## src/hw/grn_defines.svh

```systemverilog
// common widths, start code, buffer depth and generator seeds, included by RTL and testbench
`ifndef GRN_DEFINES_SVH
`define GRN_DEFINES_SVH

// ********************
// host channel widths
// ********************

`define GRN_CL_ADDR_BITS 42
`define GRN_CL_DATA_BITS 512

// ********************
// control and counts
// ********************

`define GRN_CTL_BITS  32
`define GRN_CTL_START 32'h0000_0001
`define GRN_CNT_BITS  16

// four lines between generator and requestor
`define GRN_FIFO_DEPTH_LOG2 2

// ********************
// generator
// ********************

`define GRN_LANES 8

// lane i starts at base + i * step, step is odd so no two lanes share a seed
`define GRN_SEED_BASE 64'h2545_F491_4F6C_DD1D
`define GRN_SEED_STEP 64'h9E37_79B9_7F4A_7C15

`endif

```

## src/hw/grn_pkg.sv

```systemverilog
// generator subsystem types: host control word, line counts and requestor states
`include "grn_defines.svh"

package grn_pkg;

  // ********************
  // host side settings
  // ********************

  typedef logic [`GRN_CTL_BITS-1:0] ctl_word_t;

  // buffer size, write offset and response count
  typedef logic [`GRN_CNT_BITS-1:0] line_cnt_t;

  // ********************
  // requestor FSM
  // ********************

  typedef enum logic [1:0] {
    wr_idle,
    wr_data,
    wr_finish_1,
    wr_finish_2
  } wr_state_t;

endpackage : grn_pkg

```

## src/hw/host_if_pkg.sv

```systemverilog
// host memory channel types, used by every block that carries addresses or line data
`include "grn_defines.svh"

package host_if_pkg;

  // ********************
  // write channel payload
  // ********************

  // cache-line address, one step is one 64-byte line
  typedef logic [`GRN_CL_ADDR_BITS-1:0] cl_addr_t;

  // one full cache line of payload
  typedef logic [`GRN_CL_DATA_BITS-1:0] cl_data_t;

endpackage : host_if_pkg
```

## src/hw/grn_generator.sv

```systemverilog
// line producer, eight xorshift64 lanes stepped once for every line pushed into the buffer
`timescale 1ns/1ps
`include "grn_defines.svh"

module grn_generator (
  input  logic                  clk,
  input  logic                  reset,
  input  logic                  run,
  input  logic                  full,
  output logic                  push,
  output host_if_pkg::cl_data_t line
);

  localparam int LANE_BITS = `GRN_CL_DATA_BITS / `GRN_LANES;

  logic [LANE_BITS-1:0] lane [`GRN_LANES];
  logic                 step;

  // standard 13/7/17 xorshift on 64 bits
  function automatic logic [LANE_BITS-1:0] xorshift64(input logic [LANE_BITS-1:0] x);
    logic [LANE_BITS-1:0] y;
    y = x ^ (x << 13);
    y = y ^ (y >> 7);
    y = y ^ (y << 17);
    return y;
  endfunction

  // a line leaves whenever the buffer has room
  assign step = run && !full;
  assign push = step;

  // lane 0 in the low bits
  always_comb begin
    for (int i = 0; i < `GRN_LANES; i++) begin
      line[i*LANE_BITS +: LANE_BITS] = lane[i];
    end
  end

  // ********************
  // lane state
  // ********************

  always_ff @(posedge clk or posedge reset) begin
    if (reset) begin
      // restart from the seeds so each run repeats the same stream
      for (int i = 0; i < `GRN_LANES; i++) begin
        lane[i] <= `GRN_SEED_BASE + LANE_BITS'(i) * `GRN_SEED_STEP;
      end
    end else if (step) begin
      for (int i = 0; i < `GRN_LANES; i++) begin
        lane[i] <= xorshift64(lane[i]);
      end
    end
  end

endmodule : grn_generator

```

## src/hw/grn_line_fifo.sv

```systemverilog
// show-ahead line FIFO that absorbs rate differences between generator and requestor
`timescale 1ns/1ps
`include "grn_defines.svh"

module grn_line_fifo (
  input  logic                  clk,
  input  logic                  reset,
  input  logic                  push,
  input  host_if_pkg::cl_data_t line_in,
  output logic                  full,
  output logic                  avail,
  output host_if_pkg::cl_data_t head,
  input  logic                  take
);

  localparam int AW    = `GRN_FIFO_DEPTH_LOG2;
  localparam int DEPTH = 1 << AW;

  host_if_pkg::cl_data_t mem [DEPTH];

  // extra msb tells a full ring from an empty one
  logic [AW:0] wr_ptr;
  logic [AW:0] rd_ptr;
  logic        wr_en;
  logic        rd_en;

  assign full  = (wr_ptr[AW] != rd_ptr[AW]) && (wr_ptr[AW-1:0] == rd_ptr[AW-1:0]);
  assign avail = (wr_ptr != rd_ptr);

  assign wr_en = push && !full;
  assign rd_en = take && avail;

  // oldest line is always on the output
  assign head = mem[rd_ptr[AW-1:0]];

  // ********************
  // storage
  // ********************

  always_ff @(posedge clk) begin
    if (wr_en) begin
      mem[wr_ptr[AW-1:0]] <= line_in;
    end
  end

  // ********************
  // pointers
  // ********************

  always_ff @(posedge clk or posedge reset) begin
    if (reset) begin
      wr_ptr <= '0;
      rd_ptr <= '0;
    end else begin
      if (wr_en) begin
        wr_ptr <= wr_ptr + 1'b1;
      end
      if (rd_en) begin
        rd_ptr <= rd_ptr + 1'b1;
      end
    end
  end

endmodule : grn_line_fifo

```

## src/hw/grn_requestor.sv

```systemverilog
// write requestor FSM, streams buffered lines to the host buffer and posts the completion flag
`timescale 1ns/1ps
`include "grn_defines.svh"

module grn_requestor (
  input  logic                  clk,
  input  logic                  reset,
  input  grn_pkg::ctl_word_t    control,
  input  host_if_pkg::cl_addr_t dsm_base,
  input  host_if_pkg::cl_addr_t buf_base,
  input  grn_pkg::line_cnt_t    buf_size,
  input  logic                  avail,
  input  host_if_pkg::cl_data_t head,
  output logic                  take,
  output logic                  gen_run,
  input  logic                  wr_almost_full,
  input  logic                  wr_rsp_valid,
  output logic                  wr_valid,
  output host_if_pkg::cl_addr_t wr_addr,
  output host_if_pkg::cl_data_t wr_data
);

  grn_pkg::wr_state_t state;
  grn_pkg::wr_state_t next_state;

  grn_pkg::line_cnt_t wr_offset;
  grn_pkg::line_cnt_t rsp_cnt;

  logic start;
  logic last_line;
  logic flag_go;

  assign start = (control == `GRN_CTL_START);

  // pop the head in the cycle it is captured into the write register
  assign take = (state == grn_pkg::wr_data) && avail && !wr_almost_full;

  assign last_line = (grn_pkg::line_cnt_t'(wr_offset + 1'b1) == buf_size);

  // every data line acknowledged and the channel has room
  assign flag_go = (state == grn_pkg::wr_finish_1) && (rsp_cnt == buf_size) &&
                   !wr_almost_full;

  // ********************
  // state machine
  // ********************

  always_ff @(posedge clk or posedge reset) begin
    if (reset) begin
      state <= grn_pkg::wr_idle;
    end else begin
      state <= next_state;
    end
  end

  always_comb begin
    next_state = state;
    case (state)
      grn_pkg::wr_idle: begin
        if (start) begin
          next_state = grn_pkg::wr_data;
        end
      end
      grn_pkg::wr_data: begin
        if (take && last_line) begin
          next_state = grn_pkg::wr_finish_1;
        end
      end
      grn_pkg::wr_finish_1: begin
        if (flag_go) begin
          next_state = grn_pkg::wr_finish_2;
        end
      end
      // finished, only reset leaves
      default: begin
        next_state = state;
      end
    endcase
  end

  // ********************
  // counters and strobes
  // ********************

  always_ff @(posedge clk or posedge reset) begin
    if (reset) begin
      wr_offset <= '0;
      rsp_cnt   <= '0;
      gen_run   <= 1'b0;
      wr_valid  <= 1'b0;
    end else begin
      if ((state == grn_pkg::wr_idle) && start) begin
        gen_run <= 1'b1;
      end
      if (take) begin
        wr_offset <= wr_offset + 1'b1;
      end
      if (wr_rsp_valid) begin
        rsp_cnt <= rsp_cnt + 1'b1;
      end
      wr_valid <= take || flag_go;
    end
  end

  // write payload, only meaningful while wr_valid is high
  always_ff @(posedge clk) begin
    if (take) begin
      wr_addr <= buf_base + host_if_pkg::cl_addr_t'(wr_offset);
      wr_data <= head;
    end else if (flag_go) begin
      wr_addr <= dsm_base + 1'b1;
      wr_data <= host_if_pkg::cl_data_t'(1);
    end
  end

endmodule : grn_requestor

```

## src/hw/grn_top.sv

```systemverilog
// random line streamer top level, generator feeds the line FIFO which feeds the write requestor
`timescale 1ns/1ps

module grn_top (
  input  logic                  clk,
  input  logic                  reset,
  input  grn_pkg::ctl_word_t    control,
  input  host_if_pkg::cl_addr_t dsm_base,
  input  host_if_pkg::cl_addr_t buf_base,
  input  grn_pkg::line_cnt_t    buf_size,
  input  logic                  wr_almost_full,
  input  logic                  wr_rsp_valid,
  output logic                  wr_valid,
  output host_if_pkg::cl_addr_t wr_addr,
  output host_if_pkg::cl_data_t wr_data
);

  logic                  gen_run;
  logic                  push;
  logic                  full;
  logic                  avail;
  logic                  take;
  host_if_pkg::cl_data_t gen_line;
  host_if_pkg::cl_data_t head;

  // ********************
  // producer
  // ********************

  grn_generator u_generator (
    .clk   (clk),
    .reset (reset),
    .run   (gen_run),
    .full  (full),
    .push  (push),
    .line  (gen_line)
  );

  // ********************
  // line buffer
  // ********************

  grn_line_fifo u_fifo (
    .clk     (clk),
    .reset   (reset),
    .push    (push),
    .line_in (gen_line),
    .full    (full),
    .avail   (avail),
    .head    (head),
    .take    (take)
  );

  // ********************
  // host writes
  // ********************

  grn_requestor u_requestor (
    .clk            (clk),
    .reset          (reset),
    .control        (control),
    .dsm_base       (dsm_base),
    .buf_base       (buf_base),
    .buf_size       (buf_size),
    .avail          (avail),
    .head           (head),
    .take           (take),
    .gen_run        (gen_run),
    .wr_almost_full (wr_almost_full),
    .wr_rsp_valid   (wr_rsp_valid),
    .wr_valid       (wr_valid),
    .wr_addr        (wr_addr),
    .wr_data        (wr_data)
  );

endmodule : grn_top

```

## config.mk

```make
export PLATFORM = sky130hd
export DESIGN_NAME = grn_top
export DESIGN_NICKNAME = d
export VERILOG_FILES = /design/src/hw/grn_pkg.sv /design/src/hw/host_if_pkg.sv /design/src/hw/grn_generator.sv /design/src/hw/grn_line_fifo.sv /design/src/hw/grn_requestor.sv /design/src/hw/grn_top.sv
export VERILOG_INCLUDE_DIRS = /design/src /design/src/hw
export SDC_FILE = /design/constraint.sdc
export NUM_CORES = 2
export LEC_CHECK = 0
export BUFFER_PORTS_ARGS = -buffer_cell sky130_fd_sc_hd__buf_2
export CORE_MARGIN = 4
export CORE_UTILIZATION = 40
export CTS_CLUSTER_DIAMETER = 80
export DETAILED_ROUTE_END_ITERATION = 16
export PLACE_DENSITY = 0.58
export SKIP_LAST_GASP = 1
export SLEW_MARGIN = 20
export SYNTH_ARGS = -nofsm -noshare
export SYNTH_HDL_FRONTEND = slang
export SYNTH_SLANG_ARGS = --single-unit
```

## constraint.sdc

```tcl
create_clock -name clk -period 18.3 [get_ports clk]
set_input_delay 0.915 -clock clk [delete_from_list [all_inputs] [get_ports clk]]
set_output_delay 0.915 -clock clk [all_outputs]
set_load 0.05 [all_outputs]
```

==> flow_summary_export.csv <==
group,metric,value,unit
timing,finalSetupViolCount,0,
route,drt_wl_total,312,mm
finish,syn2layout_area_growth,15.4,%
placed_design,dpl_cell_area,139000,um2
route,vias,65200,
finish,utilization,0.465,
yosys,synth_cells,7578,
floorplan,start_util,0.403,
timing,whs,167,ps
setup_path,rrSetupSlack,12180,ps
global_route,grt_max_degree,209,
setup_path,crit_family,"buffers and inverters",
clock_tree,worstSkewPairLatency,920,ps
power,power_density,99.4,nW/um2
clock_tree,cts_hold_buffers,0,
yosys,ys_seq_area_frac,0.706,
finish,final_cell_area,151000,um2
hold_path,hp-class,"input pin to asynchronous set/reset pin",
floorplan,std_cell_rows,209,
power,power,15.0,mW
global_route,grt_pass1_wl,467,mm
finish,layout_common_cells,"2602 x edfxtp_1, 1422 x xnor2_1, 690 x buf_2",
floorplan,top_level_ports,691,
yosys,ys_warn_count,0,
timing,max_freq,0.163,GHz
yosys,synth-seq-cells,3156,
timing,fin_skew,40.1,ps
timing,tightestPinTransition,1130,ps
yosys,mappedNetlistNets,7744,
route,ant_nets,0,
route,drc,0,
timing,finalHoldViolCount,0,
yosys,async_flop_share,0.176,
power,peakVddDrop,0.0000823,V
status,outcome,"complete, no violations",
yosys,yosys_most_used_dff,"edfxtp_1",
clock_tree,ctsResizeCount,0,
route,routedWlPerCell,24.0,um
global_route,antenna_found_initial,18,
global_route,grt_use_total,0.183,
setup_path,path_buf_inv,5,
clock_tree,numCtsBuffers,345,
timing,drv_slew,0,
timing,tns,0,ps
timing,slew_headroom,0.247,
clock_tree,cts_tree,"built",
timing,min_period,6120,ps
setup_path,crit_required,18810,ps
route,drt_iter0_drc,4362,
timing,final.period_utilization,0.335,
placed_design,io_buffers,690,
placed_design,place_inst,12300,
setup_path,crit_type,"register to register",
setup_path,cp_max_fo,62,
finish,layout.cells.non_filler,13000,
placed_design,place_hpwl,200,mm
clock_tree,post_cts_buffers,0,
finish,layout_commonest_cell,"edfxtp_1",
finish,drive_gt1_frac,0.245,
clock_tree,ctsHtreeMaxLevel,5,
setup_path,endpoint_kind,"register",
timing,setup_slack,12180,ps
setup_path,path_cells,"xnor2_1 > and2_1 > a21boi_4 > buf_4 > and2_4 > buf_4 > buf_4 > buf_4 > buf_4",
clock_tree,clkSlewWorstSetupHoldPaths,60,ps
placed_design,place_congestion,0.840,
route,firstDrtPassIters,6,
setup_path,crit_path_start_kind,"register",
clock_tree,cts-root-buf,"clkbuf_16",
flow_run,maxCapViolations,0,
power,power.leakage,43.9,nW
finish,nets,8494,
floorplan,die_h,580,um
setup_path,cp.arrival,6630,ps
global_route,overflow,0,
setup_path,crit_top_cell,"buf_4",
timing,grt_setup_unrepaired,"false",
floorplan,dieArea,336000,um2
floorplan,die_w,580,um
floorplan,core,325000,um2
clock_tree,clk_path_buf_depth,4,
yosys,synth_cell_type_count,71,
setup_path,worst_path_largest_cell_delay,890,ps
route,avgViaCountPerCell,5.03,
yosys,syn_avg_cell_area,17.3,um2
clock_tree,clock_sinks,3156,
yosys,syn-cell-area,131000,um2
global_route,grt_pass1_vias,67800,
yosys,synth-edff-count,2602,
setup_path,critPathSlowestCell,"dfrtp_4",
placed_design,dpl_worst_slack,11960,ps
[kinds of logic after synthesis]
logic type | share of synthesized area
DFF | 0.706
AOI/OAI and AO/OA | 0.0102
buffers and inverters | 0.0117
muxes | 0.0885
xor gates and xnor gates | 0.129
and+or+nand+nor | 0.0523
adders and majority gates | 0.00293
[path summary, 6_finish.rpt]
check	startpoint	end	cells after the start
setup / recovery	u_fifo.rd_ptr[1]	u_fifo.mem[2][284]	9
hold / removal	reset	u_generator.line[59]	2
setup reg to reg	u_fifo.rd_ptr[1]	u_fifo.mem[2][284]	9
hold reg to reg	u_requestor.rsp_cnt[15]	u_requestor.rsp_cnt[15]	1
max in group asynchronous	reset	u_generator.line[437]	6
min in group clk	wr_rsp_valid	u_requestor.rsp_cnt[0]	2
[registers in the layout (all words and copies together) (netlist names)]
| register | flops |
|---|---|
| u_fifo.mem | 2048 |
| u_fifo.rd_ptr | 3 |
| u_fifo.wr_ptr | 3 |
| u_generator.line | 512 |
| u_requestor.gen_run | 1 |
| u_requestor.rsp_cnt | 16 |
| u_requestor.state | 2 |
| u_requestor.wr_addr | 42 |
| u_requestor.wr_data | 512 |
| u_requestor.wr_offset | 16 |
| u_requestor.wr_valid | 1 |
[report_power, final]
group / total, mW / internal (mW) / switching (mW)
Sequential: 7.70 / 7.69 / 0.0109
Combinational: 0.102 / 0.0356 / 0.0661
Clock: 7.19 / 4.27 / 2.92
Total: 15.0 / 12.0 / 3.00
[area by class of cell]
cell class	instances	area (um2)
antenna	13	32.5
clock buffer	453	9440
clock inverter	193	2420
fill	27800	174000
inverter	17	71.3
multi-input combinational	4029	37000
sequential	3156	92300
tap	4325	5410
timing repair buffer	779	4200
[routing by layer]
metal	GRT usage	up-vias	part of all wire	wire, um
met4	0.0416	4	0.021	6420
met3	0.0304	384	0.050	15500
li1	-	29200	-	-
met2	0.302	1576	0.49	153000
met5	0	-	0.000083	26
met1	0.254	34100	0.44	137000
[cell usage after synthesis (2+ instances only)]
library cell	instances	area, um2
a211oi_1	3	22.5
a21o_1	12	90.1
a21oi_1	20	100
a31oi_1	22	138
and2_1	518	3240
and2_4	2	17.5
and3_1	20	125
and4_1	12	105
buf_1	52	195
buf_2	33	165
clkbuf_1	290	1090
dfrtp_1	293	7330
dfstp_2	261	6860
edfxtp_1	2602	78100
ha_1	29	363
inv_1	17	63.8
mux2i_1	3	30.0
mux4_2	512	11500
nand2_1	576	2160
nand3_1	32	160
nand3b_1	5	37.5
nand4_1	26	163
nand4b_1	2	17.5
nor2_1	79	297
nor2b_1	6	37.5
nor3_1	9	45.0
nor3b_1	2	15.0
nor4_1	16	100
nor4_2	3	37.5
nor4b_1	4	35.0
o211ai_1	5	37.5
o21ai_0	123	616
o21ai_1	4	20.0
o21bai_1	5	37.5
o31a_1	2	17.5
o31ai_1	8	60.1
or2_1	2	12.5
or3_1	11	68.8
or4_1	7	52.6
xnor2_1	1422	12500
xor2_1	498	4360
(Power assumes the default switching activity.)
